===== src/matAccPkg.sv =====
package matAccPkg;

    // Width of one operand as seen by a multiplier
    localparam int DataWidth = 8;

    // Products and every sum built from them use twice the operand width
    localparam int ProductWidth = 2 * DataWidth;

    // One input port's operands
    typedef struct packed {
        logic [DataWidth-1:0] multiplier;
        logic [DataWidth-1:0] multiplicand;
    } operandPair_t;

    // Unsigned product word
    // Also used for crossbar lanes, lane sums and the final total
    // These all wrap modulo 2**ProductWidth
    typedef logic [ProductWidth-1:0] product_t;

    // Reducer sweep phases
    typedef enum logic [1:0] {
        Idle,
        Sweep,
        Done
    } reduceState_t;

endpackage


===== src/seqMultiplier.sv =====
module seqMultiplier (
    input  logic                    Clk,
    input  logic                    Rst,
    input  logic                    start,
    input  matAccPkg::operandPair_t pair,
    output matAccPkg::product_t     product,
    output logic                    ready
);
    import matAccPkg::*;

    // One bit of the multiplier per cycle
    localparam int CountWidth = (DataWidth > 1) ? $clog2(DataWidth) : 1;
    localparam logic [CountWidth-1:0] LastBit = CountWidth'(DataWidth - 1);

    logic [CountWidth-1:0] bitCount;
    logic [DataWidth-1:0]  multiplierShift;
    product_t              multiplicandShift;
    product_t              partialSum;
    product_t              nextPartial;
    logic                  accept;

    assign accept = start && ready;

    // Add the shifted multiplicand when the current multiplier bit is set
    always_comb begin
        nextPartial = partialSum;
        if (multiplierShift[0]) begin
            nextPartial = partialSum + multiplicandShift;
        end
    end

    // Busy flag, bit counter and the visible result
    always_ff @(posedge Clk or posedge Rst) begin
        if (Rst) begin
            ready    <= 1'b1;
            bitCount <= '0;
            product  <= '0;
        end else if (accept) begin
            ready    <= 1'b0;
            bitCount <= '0;
        end else if (!ready) begin
            bitCount <= bitCount + 1'b1;
            // Last partial product goes straight into the result
            if (bitCount == LastBit) begin
                ready   <= 1'b1;
                product <= nextPartial;
            end
        end
    end

    // Shift registers for the operands and the running partial sum
    always_ff @(posedge Clk) begin
        if (accept) begin
            multiplierShift   <= pair.multiplier;
            multiplicandShift <= {{DataWidth{1'b0}}, pair.multiplicand};
            partialSum        <= '0;
        end else if (!ready) begin
            multiplierShift   <= multiplierShift >> 1;
            multiplicandShift <= multiplicandShift << 1;
            partialSum        <= nextPartial;
        end
    end

    // A new pair may only arrive once the previous product is out
    assert property (@(posedge Clk) disable iff (Rst) start |-> ready)
        else $error("seqMultiplier: start while busy");

endmodule


===== src/productCrossbar.sv =====
module productCrossbar #(
    parameter int  InPortCount  = 4,
    parameter int  OutPortCount = 4,
    localparam int SelWidth     = (InPortCount > 1) ? $clog2(InPortCount) : 1
) (
    input  logic                                   Clk,
    input  logic                                   Rst,
    input  matAccPkg::product_t [InPortCount-1:0]  products,
    input  logic [OutPortCount-1:0][SelWidth-1:0]  addressSelect,
    input  logic                                   direct,
    output matAccPkg::product_t [OutPortCount-1:0] routed
);
    import matAccPkg::*;

    product_t [OutPortCount-1:0] nextRouted;

    genvar m;
    generate
        for (m = 0; m < OutPortCount; m++) begin : gOut
            product_t directLane;

            // Outputs without a same-index input read zero in direct mode
            if (m < InPortCount) begin : gDirect
                assign directLane = products[m];
            end else begin : gNoDirect
                assign directLane = '0;
            end

            assign nextRouted[m] = direct ? directLane : products[addressSelect[m]];

            // Select indices past the last input have no source lane
            assert property (@(posedge Clk) disable iff (Rst)
                !direct |-> (addressSelect[m] < InPortCount))
                else $error("productCrossbar: select %0d out of range on output %0d",
                            addressSelect[m], m);
        end
    endgenerate

    // All lanes registered together
    always_ff @(posedge Clk or posedge Rst) begin
        if (Rst) begin
            routed <= '0;
        end else begin
            routed <= nextRouted;
        end
    end

endmodule


===== src/productAccumulator.sv =====
module productAccumulator (
    input  logic                Clk,
    input  logic                Rst,
    input  matAccPkg::product_t addend,
    input  logic                add,
    output matAccPkg::product_t sum
);

    // Running total that wraps at the product width
    // Holds whenever add is low
    always_ff @(posedge Clk or posedge Rst) begin
        if (Rst) begin
            sum <= '0;
        end else if (add) begin
            sum <= sum + addend;
        end
    end

endmodule


===== src/finalReducer.sv =====
module finalReducer #(
    parameter int  OutPortCount = 4,
    localparam int PtrWidth     = $clog2(OutPortCount + 1)
) (
    input  logic                                   Clk,
    input  logic                                   Rst,
    input  matAccPkg::product_t [OutPortCount-1:0] sums,
    input  logic                                   finalAdd,
    output matAccPkg::product_t                    finalAccumulate,
    output logic                                   finalReady
);
    import matAccPkg::*;

    // Pointer value reached once every lane has been added
    localparam logic [PtrWidth-1:0] EndPtr = PtrWidth'(OutPortCount);

    reduceState_t        state;
    logic [PtrWidth-1:0] pointer;
    product_t            addend;
    logic                sweepAdd;

    // Lane picked by the pointer and zero once the sweep has passed the end
    always_comb begin
        addend = '0;
        for (int i = 0; i < OutPortCount; i++) begin
            if (pointer == PtrWidth'(i)) begin
                addend = sums[i];
            end
        end
    end

    // sums[0] goes in on the finalAdd edge itself
    assign sweepAdd = ((state == Idle) && finalAdd) ||
                      ((state == Sweep) && (pointer != EndPtr));

    always_ff @(posedge Clk or posedge Rst) begin
        if (Rst) begin
            state   <= Idle;
            pointer <= '0;
        end else begin
            case (state)
                Idle: begin
                    if (finalAdd) begin
                        state   <= Sweep;
                        pointer <= pointer + 1'b1;
                    end
                end
                Sweep: begin
                    if (pointer == EndPtr) begin
                        state <= Done;
                    end else begin
                        pointer <= pointer + 1'b1;
                    end
                end
                // Done holds until reset
                default: state <= Done;
            endcase
        end
    end

    assign finalReady = (state == Done);

    productAccumulator uFinalAcc (
        .Clk    (Clk),
        .Rst    (Rst),
        .addend (addend),
        .add    (sweepAdd),
        .sum    (finalAccumulate)
    );

    // Extra finalAdd pulses are dropped, so the total cannot change after Done
    assert property (@(posedge Clk) disable iff (Rst) finalAdd |-> (state == Idle))
        else $warning("finalReducer: finalAdd ignored outside Idle");

endmodule


===== src/matrixAccelerator.sv =====
module matrixAccelerator #(
    parameter int  InPortCount  = 4,
    parameter int  OutPortCount = 4,
    localparam int SelWidth     = (InPortCount > 1) ? $clog2(InPortCount) : 1
) (
    input  logic                                      Clk,
    input  logic                                      Rst,
    input  matAccPkg::operandPair_t [InPortCount-1:0] operands,
    input  logic [InPortCount-1:0]                    mStart,
    input  logic [OutPortCount-1:0][SelWidth-1:0]     addressSelect,
    input  logic                                      direct,
    input  logic [OutPortCount-1:0]                   add,
    input  logic                                      finalAdd,
    output logic [InPortCount-1:0]                    mReady,
    output matAccPkg::product_t                       finalAccumulate,
    output logic                                      finalReady
);
    import matAccPkg::*;

    // Multiplier results into the crossbar
    product_t [InPortCount-1:0]  products;
    // Crossbar lanes into the accumulators
    product_t [OutPortCount-1:0] routed;
    // Per-lane totals into the reducer
    product_t [OutPortCount-1:0] sums;

    genvar n;
    generate
        for (n = 0; n < InPortCount; n++) begin : gMult
            seqMultiplier uMult (
                .Clk     (Clk),
                .Rst     (Rst),
                .start   (mStart[n]),
                .pair    (operands[n]),
                .product (products[n]),
                .ready   (mReady[n])
            );
        end
    endgenerate

    productCrossbar #(
        .InPortCount  (InPortCount),
        .OutPortCount (OutPortCount)
    ) uCrossbar (
        .Clk           (Clk),
        .Rst           (Rst),
        .products      (products),
        .addressSelect (addressSelect),
        .direct        (direct),
        .routed        (routed)
    );

    genvar m;
    generate
        for (m = 0; m < OutPortCount; m++) begin : gAcc
            productAccumulator uAcc (
                .Clk    (Clk),
                .Rst    (Rst),
                .addend (routed[m]),
                .add    (add[m]),
                .sum    (sums[m])
            );
        end
    endgenerate

    finalReducer #(
        .OutPortCount (OutPortCount)
    ) uReducer (
        .Clk             (Clk),
        .Rst             (Rst),
        .sums            (sums),
        .finalAdd        (finalAdd),
        .finalAccumulate (finalAccumulate),
        .finalReady      (finalReady)
    );

endmodule


===== config.mk =====
export PLATFORM = sky130hd
export DESIGN_NAME = matrixAccelerator
export DESIGN_NICKNAME = d
export VERILOG_FILES = /design/src/matAccPkg.sv /design/src/seqMultiplier.sv /design/src/productCrossbar.sv /design/src/productAccumulator.sv /design/src/finalReducer.sv /design/src/matrixAccelerator.sv
export SDC_FILE = /design/constraint.sdc
export NUM_CORES = 1
export LEC_CHECK = 0
export ABC_AREA = 1
export BUFFER_PORTS_ARGS = -buffer_cell sky130_fd_sc_hd__buf_2
export CORE_MARGIN = 8
export CORE_UTILIZATION = 55
export DETAILED_ROUTE_END_ITERATION = 8
export HOLD_SLACK_MARGIN = 0.15
export PLACE_DENSITY = 0.72
export SETUP_SLACK_MARGIN = 0.1
export SYNTH_ARGS = -nofsm -noshare
export SYNTH_HDL_FRONTEND = slang
export SYNTH_SLANG_ARGS = --single-unit
export TNS_END_PERCENT = 1

===== constraint.sdc =====
create_clock -name Clk -period 19.5 [get_ports Clk]
set_input_delay 0.975 -clock Clk [delete_from_list [all_inputs] [get_ports Clk]]
set_output_delay 0.975 -clock Clk [all_outputs]
set_load 0.005 [all_outputs]

==> metrics.csv, run 1 <==
metric;value;unit
status;complete, no violations;
Finished Core Util;0.607;
Netlist cell types;45;
Final Power;5.29;mW
IO Count;105;
share of cells above drive strength 1;0.0873;
drt first pass iters;5;
critical path startpoint;uReducer.pointer[0];
vias in the first global route;21500;
Setup Viol. Count Final;0;
Seq pwr share;0.312;
met1 Use GR;0.368;
post-synth top area share;0.230;
fmax;293;MHz
maximum fanout along the worst path;31;
Num CTS Buffers;44;
htree depth;2;
CTS Sinks;389;
die width;227;um
Initial Util;0.556;
post-synthesis xor/xnor area fraction;0.0132;
Synth area leader;dfrtp_1;
Critical Path Start Type;flip-flop;
switch share;0.476;
clock slew at reported path FFs;0.06;ns
WHS Path Cells;2;
final worst-path cycle share;0.175;
CTS tree;done;
largest net degree at the start of global routing;106;
core box area;0.0440;sq mm
critical path capture point type;flip-flop;
Final min period;3.42;ns
worst r2r src;uReducer.pointer[0];
Syn Inst Count;3333;
Filler Cells Inserted;4069;
area of the die;0.0515;sq mm
sequential-to-total area share from yosys stat;0.392;
Remaining DRCs;0;
Max-cap violations;0;
post-CTS setup buffers;0;
initial antenna violation count;1;
met3 Use GR;0.0491;
Seq cells post-synth;389;
via count;22400;
actual slew at the worst max-slew pin;1.20;ns
Detailed Place HPWL;54000;um
predominant post-synthesis flop cell;dfrtp_1;
gp weighted congestion;0.947;
main combinational cell family by area after synthesis;simple AND/OR/NAND/NOR gates;
peak supply drop;0.000129;V
HP Class;reg2reg;
simple-gate area share of the yosys netlist;0.261;
clock skew;0.0149;ns
Slew HR;0.197;
Post-Synth Adder-Cell Area;0.0836;
most numerous cell in the Yosys netlist;nand2_1;
Worst EP arrival;3.85;ns
R2R cell count;16;
DR WL/cell;17.8;um
Area Growth Syn to Fin;9.28;%
Clock power frac;0.161;
gr usage total;0.279;
Fin. Hold Viols;0;
CTS Root Buffer Type;clkbuf_16;
P_sw;2.52;mW
GRT busiest layer;met2;
remaining global-route overflow;0;
Routed WL;71400;um
Comb power frac;0.527;
sum of negative setup slack;0;ns
Ys Warns;0;
commonest cells in the netlist;nand2_1, inv_1, o21ai_0;
Port Buf Inserts;104;
Post-synth EDFFs;64;
M2 GR Usage;0.446;
Worst Setup EP;uReducer.uFinalAcc.sum[8];
Final ANT Viol Nets;0;
vias per cell;5.58;
final slew viol count;0;
CTS max path bufs;3;
Mapped Area;0.0245;sq mm
Lkg Pwr;13.7;nW
RSZ-0062 raised after global routing;no;
clk_lat worst skew;0.58;ns
Resized Gates After CTS;0;
Starting DRT DRC Count;1897;
hold buffers post-CTS;0;
reg2reg end;uReducer.uFinalAcc.sum[8];
Nets;3622;
Synth area leaders;dfrtp_1, nand2_1, dfxtp_1;
Mean Syn Cell Area;7.34;sq um
first-pass GRT wire length;115000;um
Internal Power;2.77;mW
Async SR Flop Fraction;0.589;
Mapped Nets;3575;
# rows;77;
reg-to-reg slack, setup;16.08;ns
complex-gate fraction of the synthesized area;0.139;
Worst Path Class, Setup;reg2reg;
multiplexer share of the synthesized area;0.0239;
Pwr Density;198;mW/mm^2
Critical Path RT;19.93;ns
die height;227;um
flip-flops by register name (all words and copies together), names as in the netlist, 3 cells and up:
name	flops
gAcc.uAcc.sum	64
gMult.uMult.bitCount	12
gMult.uMult.multiplicandShift	64
gMult.uMult.multiplierShift	32
gMult.uMult.partialSum	64
gMult.uMult.product	64
gMult.uMult.ready	4
uCrossbar.routed	64
uReducer.pointer	3
uReducer.uFinalAcc.sum	16
area by class of cell:
class,count,area [sq um],area share
inverters,439,1660,0.0619
clock buffers,66,1290,0.0484
clock inverters,15,179,0.00669
multi-input cells,2398,12700,0.476
diodes,1,2.50,0.0000936
well taps,592,741,0.0277
flip-flops and latches,389,9580,0.358
repair buffers,108,551,0.0206
placed cells by master, fill, tap and decap left out, drive strengths merged:
cell      Yosys  final
a31oi        19     19
clkbuf       43     66
buf          64    108
nor3         19     19
a22oi         3      3
clkinvlp      0      2
o21ai       381    381
ha          149    149
fa            9      9
or2          47     47
nand3       263    263
mux2         52     52
diode         0      1
o32ai        15     15
dfxtp        96     96
edfxtp       64     64
dfrtp       225    225
inv         434    437
o22ai        45     45
clkinv        5     12
a21o          5      5
bufinv        0      3
nand3b       23     23
a22o          8      8
nand2       985    985
nor2        156    156
xnor2        21     21
nand4        23     23
xor2         16     16
and2          2      2
o21bai        1      1
dfstp         4      4
a21oi       156    156
per-stage QoR:
stage	instances	area, sq um	setup WS [ns]	hold WS (ns)
final	4008	26700	16.08	0.471
after global routing	4008	26700	15.71	0.488
after CTS	4007	26700	16.09	0.469
after detailed placement	3926	25300	16.04	0.460
after global placement	3926	25300	16.09	0.457
after floorplan	3333	24500	12.26	0.443
how the worst min path moves through the flow:
stage	from	to	slack (ns)
3_5_place_dp	gMult[3].uMult.partialSum[11]	gMult[3].uMult.partialSum[11]	0.46
5_1_grt	gMult[3].uMult.partialSum[11]	gMult[3].uMult.partialSum[11]	0.49
3_3_place_gp	gMult[2].uMult.partialSum[11]	gMult[2].uMult.partialSum[11]	0.46
2_1_floorplan	gMult[1].uMult.partialSum[10]	gMult[1].uMult.partialSum[10]	0.44
6_report	gMult[2].uMult.partialSum[13]	gMult[2].uMult.partialSum[13]	0.47
4_1_cts	gMult[3].uMult.partialSum[11]	gMult[3].uMult.partialSum[11]	0.47
power groups by stage:
stage               combinational [mW]  sequential [mW]  clock (mW)
detailed placement                2.75             1.65           0
global route                      3.20             1.69       0.900
CTS                               2.77             1.64       0.869
floorplan                         2.21             1.42           0
finish                            2.79             1.65       0.854
global placement                  2.68             1.65           0
critical path, stage by stage, from the launching register on:
cell and delay [ns]:
dfrtp_1 0.42, inv_1 0.09, ha_1 0.22, nand2_1 0.57, o21ai_0 0.19, a31oi_1 0.19, o22ai_1 0.09, ha_1 0.27
fa_1 0.52, nand2_1 0.09, nand3_1 0.08, nand3_1 0.08, nand2_1 0.11, nand2_1 0.08, nand2_1 0.06, xnor2_1 0.14
o21ai_1 0.07
kinds of logic (layout without fill, tap and decap cells):
group | after synthesis | count (layout)
compound gates | 633 | 633
other cells | 0 | 1
fa+ha+maj | 158 | 158
xor+xnor | 37 | 37
buf+inv | 546 | 628
simple gates | 1518 | 1518
mux | 52 | 52
flops | 389 | 389
metal layers:
layer	wire [um]	vias to the layer above	share of wire
met5	0	-	0
met3	4330	164	0.061
met2	32200	667	0.45
li1	-	11100	-
met1	31600	10500	0.44
met4	3200	0	0.045
Note: power is estimated with default switching activity, not from simulation.
==> run 2, diff against run 1 <==
PLACE_DENSITY = 0.75   (was 0.72)
clock period = 2.9 ns   (was 19.5 ns; I/O delays follow)
==> run 2 against run 1 <==
  * Die area unchanged
  * Sequential power rose to 6.6 times the previous value
  * Clock power rose to 6.9 times the previous value
  * Register-to-register slack worse by 16 ns
  * Sequential share of layout area down 1.8 points
  * Setup slack worse by 16 ns
  * Non-clock buffer count up 129
  * Global-route usage down 0.84 points
  * Largest cell class unchanged
==> metrics.csv, run 2 (synthesis gave the netlist of run 1 again) <==
metric;value;unit
status;complete, no violations;
Fin. Hold Viols;0;
vias per cell;5.57;
Slew HR;0.373;
vias in the first global route;22000;
Area Growth Syn to Fin;15.2;%
peak supply drop;0.000652;V
sum of negative setup slack;0;ns
most common cell after layout, fill and taps aside;nand2_1;
Setup Viol. Count Final;0;
DR WL/cell;16.9;um
Final ANT Viol Nets;0;
Critical Path Most Common Cell;nand2_1;
switch share;0.467;
Clock power frac;0.162;
Place WS;-0.0203;ns
placed instance count;3960;
fin cells;4141;
Top Layer Used;met4;
WL met3;4380;um
Detailed Place HPWL;51800;um
IO Count;105;
Seq pwr share;0.297;
Routed WL;70100;um
Worst EP arrival;3.11;ns
WHS Path Cells;4;
die width;227;um
Pwr Density;1300;mW/mm^2
final worst-path cycle share;0.929;
CTS max path bufs;3;
area of the die;0.0515;sq mm
CP max-delay cell;dfrtp_2;
gr usage total;0.270;
Worst Hold Slack;0.241;ns
actual slew at the worst max-slew pin;0.939;ns
gp weighted congestion;0.945;
clock skew;0.0269;ns
core box area;0.0440;sq mm
Final min period;2.69;ns
first-pass GRT wire length;112000;um
RSZ-0062 raised after global routing;yes;
die height;227;um
critical path capture point type;flip-flop;
fmax;371;MHz
via count;23100;
Max-cap violations;0;
R2R cell count;16;
initial antenna violation count;3;
remaining global-route overflow;0;
clock slew at reported path FFs;0.07;ns
share of cells above drive strength 1;0.108;
Initial Util;0.556;
clk_lat worst skew;0.58;ns
Nets;3752;
Worst Path Class, Setup;reg2reg;
Crit path largest cell delay;0.43;ns
Port Buf Inserts;104;
met2 routed WL;32700;um
P_sw;17.1;mW
Critical Path RT;3.32;ns
buffers plus inverters on the worst setup path;2;
maximum fanout along the worst path;6;
final slew viol count;0;
drt first pass iters;6;
Lkg Pwr;14.3;nW
Comb power frac;0.541;
delay-heaviest family, CP;simple AND/OR/NAND/NOR gates;
Starting DRT DRC Count;2089;
met1 WL;29600;um
CTS tree;done;
WP depth;16;
Num CTS Buffers;44;
Remaining DRCs;0;
setup ws final;0.206;ns
CTS Sinks;389;
Filler Cells Inserted;3830;
largest net degree at the start of global routing;70;
CP cell instances;inv_2, ha_2, nand2_4, buf_4, o21ai_0, a31oi_1, o22ai_2, fa_2, nand2_1, nand3_1, nand3_1, nand2_2, nand2_1, nand2_1, xnor2_1, o21ai_1;
# rows;77;
CTS Root Buffer Type;clkbuf_16;
Critical Path Start Type;flip-flop;
Internal Power;19.5;mW
htree depth;2;
HP Class;in2reg;
commonest non-fill, non-tap cells in the layout;nand2_1, inv_1, o21ai_0;
==> run 2: worst min-delay path, cell delays in order <==
cell and delay (ns):
buf_2 0.30, nor2_1 0.17, o21ai_0 0.09, o21ai_0 0.07
==> run 2: worst paths after layout <==
check | start | to | slack, ns
min in group asynchronous | Rst | uCrossbar.routed[48] | 0.26
max in group asynchronous | Rst | uReducer.pointer[2] | 1.73
min | addressSelect[1] | uCrossbar.routed[8] | 0.24
max reg2reg | uReducer.pointer[0] | uReducer.uFinalAcc.sum[8] | 0.21
max | uReducer.pointer[0] | uReducer.uFinalAcc.sum[8] | 0.21
min reg2reg | gMult[1].uMult.partialSum[8] | gMult[1].uMult.partialSum[8] | 0.47
==> run 2: layout make-up <==
cell class / instances / area (sq um) / share of cell area
repair buffers: 237 / 1780 / 0.0631
clock buffers: 58 / 1250 / 0.0442
flip-flops and latches: 389 / 9580 / 0.340
diodes: 4 / 10.0 / 0.000355
clock inverters: 23 / 295 / 0.0105
inverters: 439 / 1660 / 0.0588
multi-input cells: 2399 / 12900 / 0.457
well taps: 592 / 741 / 0.0263
==> run 2: power by group through the flow <==
stage,Clock [mW],Sequential (mW),Combinational [mW]
after CTS,6.02,10.8,19.0
after floorplan,0,9.57,14.8
after detailed placement,0,10.9,18.7
after global placement,0,10.8,18.1
final,5.92,10.9,19.8
after global routing,6.24,11.1,22.5
==> run 2: timing repair <==
| action | CTS | global route |
|---|---|---|
| resized for setup | 3 | 50 |
| pin swaps | 0 | 19 |
| gates cloned | 0 | 3 |
| hold buffers | 79 | 0 |
| endpoints found under the setup margin | 7 | 12 |
| endpoints found under the hold margin | 214 | 0 |
| setup buffers | 1 | 13 |
==> run 2: layer usage <==
metal / global-route usage / up-vias
met5: 0 / -
met4: 0.135 / 0
met3: 0.0372 / 189
met2: 0.445 / 789
met1: 0.345 / 10800
li1: - / 11300
==> run 2: per-stage QoR <==
step           utilization  total power, mW  instance area [sq um]
6_report             0.640             36.6                  28200
5_1_grt              0.640             39.9                  28200
4_1_cts              0.634             35.8                  27900
3_5_place_dp         0.580             29.6                  25500
3_3_place_gp         0.580             28.9                  25500
2_1_floorplan            -             24.4                  24500
==> run 3, diff against run 2 <==
--- a/config.mk
+++ b/config.mk
@@ -8,3 +8,3 @@
 export ABC_AREA = 1
-export BUFFER_PORTS_ARGS = -buffer_cell sky130_fd_sc_hd__buf_2
+export BUFFER_PORTS_ARGS = -buffer_cell sky130_fd_sc_hd__buf_4
 export CORE_MARGIN = 8
--- a/constraint.sdc
+++ b/constraint.sdc
@@ -3,2 +3,2 @@
 set_output_delay 0.145 -clock Clk [all_outputs]
-set_load 0.005 [all_outputs]
+set_load 0.05 [all_outputs]
==> run 3 against run 2 <==
  * Cell count hardly changed
  * Cell area rose by 1.1%
  * Worst hold slack worse by 0.034 ns
  * Critical endpoint is now uReducer.uFinalAcc.sum[11]
  * Highest routed layer unchanged
==> metrics.csv, run 3 (synthesis gave the netlist of run 1 again) <==
metric;value;unit
CTS Sinks;389;
Worst EP arrival;3.16;ns
Remaining DRCs;0;
gr usage total;0.279;
clk_lat worst skew;0.59;ns
Final min period;2.68;ns
Pwr Density;1310;mW/mm^2
final slew viol count;0;
RSZ-0062 raised after global routing;yes;
first-pass GRT wire length;115000;um
critical path startpoint;uReducer.pointer[0];
R2R cell count;17;
Final Power;37.5;mW
Fin. Hold Viols;0;
CTS Root Buffer Type;clkbuf_16;
Area Growth Syn to Fin;16.5;%
worst r2r src;uReducer.pointer[0];
htree depth;2;
Routed WL;72400;um
Port Buf Inserts;104;
clock slew at reported path FFs;0.06;ns
reg-to-reg slack, setup;0.22;ns
DR WL/cell;17.5;um
Worst Path Class, Setup;reg2reg;
maximum fanout along the worst path;7;
Setup Viol. Count Final;0;
remaining global-route overflow;0;
die width;227;um
die height;227;um
Nets;3756;
HP Class;in2reg;
core box area;0.0440;sq mm
critical path capture point type;flip-flop;
Place WS;-0.0637;ns
setup ws final;0.218;ns
Critical Path Start Type;flip-flop;
CTS tree;done;
final worst-path cycle share;0.925;
reg2reg end;uReducer.uFinalAcc.sum[11];
Critical Path RT;3.38;ns
Final ANT Viol Nets;0;
initial antenna violation count;0;
gp weighted congestion;0.955;
Lkg Pwr;14.4;nW
design area;0.0285;sq mm
CTS max path bufs;3;
share of cells above drive strength 1;0.112;
peak supply drop;0.000827;V
Detailed Place HPWL;53600;um
Slew HR;0.371;
Num CTS Buffers;45;
fmax;373;MHz
clock skew;0.0262;ns
Starting DRT DRC Count;2039;
sum of negative setup slack;0;ns
vias per cell;5.56;
area of the die;0.0515;sq mm
actual slew at the worst max-slew pin;0.942;ns
Worst Setup EP;uReducer.uFinalAcc.sum[11];
# rows;77;
Initial Util;0.556;
DP Area;0.0258;sq mm
via count;23000;
IO Count;105;
vias in the first global route;21900;
commonest non-fill, non-tap cells in the layout;nand2_1, inv_1, o21ai_0;
Filler Cells Inserted;3914;
Worst Hold Slack;0.206;ns
Max-cap violations;0;
most common cell after layout, fill and taps aside;nand2_1;
largest net degree at the start of global routing;105;
drt first pass iters;5;
status;complete, no violations;
## run 3: cell types whose count changed in the layout (fill, tap and decap cells not counted), sizes merged, moves of 2 or more
cell,change
clkinvlp,+5
buf,+3
diode,-3
inv,-3
bufinv,-2
clkinv,+2
## run 3: power breakdown
| group | internal (mW) | switching, mW | leakage, nW |
|---|---|---|---|
| sequential | 8.32 | 2.55 | 4.38 |
| clock | 3.52 | 2.40 | 0.755 |
| combinational | 7.78 | 12.9 | 9.26 |
## run 3: layout make-up
type,instances,area [sq um],share of cell area
Antenna cell,1,2.50,0.0000878
Timing Repair Buffer,241,2060,0.0724
Multi-Input combinational cell,2398,12900,0.453
Clock inverter,25,265,0.00931
Inverter,439,1660,0.0582
Sequential cell,389,9580,0.336
Clock buffer,59,1290,0.0453
Tap cell,592,741,0.0260
## run 3: metrics by stage
step / util / cells
after global routing: 0.647 / 4143
after global placement: 0.587 / 3965
after detailed placement: 0.587 / 3965
after CTS: 0.641 / 4133
after floorplan: - / 3333
final: 0.647 / 4144
## run 3: worst min path at each step
| stage | startpoint | end | slack [ns] | depth (start not counted) |
|---|---|---|---|---|
| finish | addressSelect[3] | uCrossbar.routed[22] | 0.21 | 5 |
| CTS | addressSelect[0] | uCrossbar.routed[10] | 0.16 | 4 |
| detailed placement | Rst | gMult[3].uMult.bitCount[1] | 0.1 | 2 |
| global route | addressSelect[3] | uCrossbar.routed[22] | 0.24 | 5 |
| floorplan | add[3] | gAcc[3].uAcc.sum[0] | 0.25 | 1 |
| global placement | Rst | gMult[3].uMult.bitCount[0] | 0.10 | 2 |
## run 3: routing by layer
layer	GRT usage	part of all wire
met2	0.469	0.47
met4	0.108	0.038
met1	0.364	0.43
met5	0	0
met3	0.0334	0.055
## run 3: worst max-delay path: stages, from the launching register on
cell and delay (ns):
dfrtp_1 0.42, buf_4 0.15, ha_2 0.19, nand2_4 0.10, buf_4 0.16, o21ai_0 0.07, a31oi_1 0.22, o22ai_2 0.13
ha_1 0.31, nand3_1 0.09, nand3_1 0.11, nand2_1 0.11, nand2_1 0.08, buf_4 0.14, nand2_1 0.07, nand4_1 0.08
nand3_1 0.09, nand2_1 0.05
## run 3: what timing repair did
item	CTS	global route
endpoints found under the setup margin	10	12
buffers inserted	4	9
endpoints found under the hold margin	430	0
gates resized for setup	4	58
hold buffers	80	0
pin swaps	0	17
gates cloned	0	1
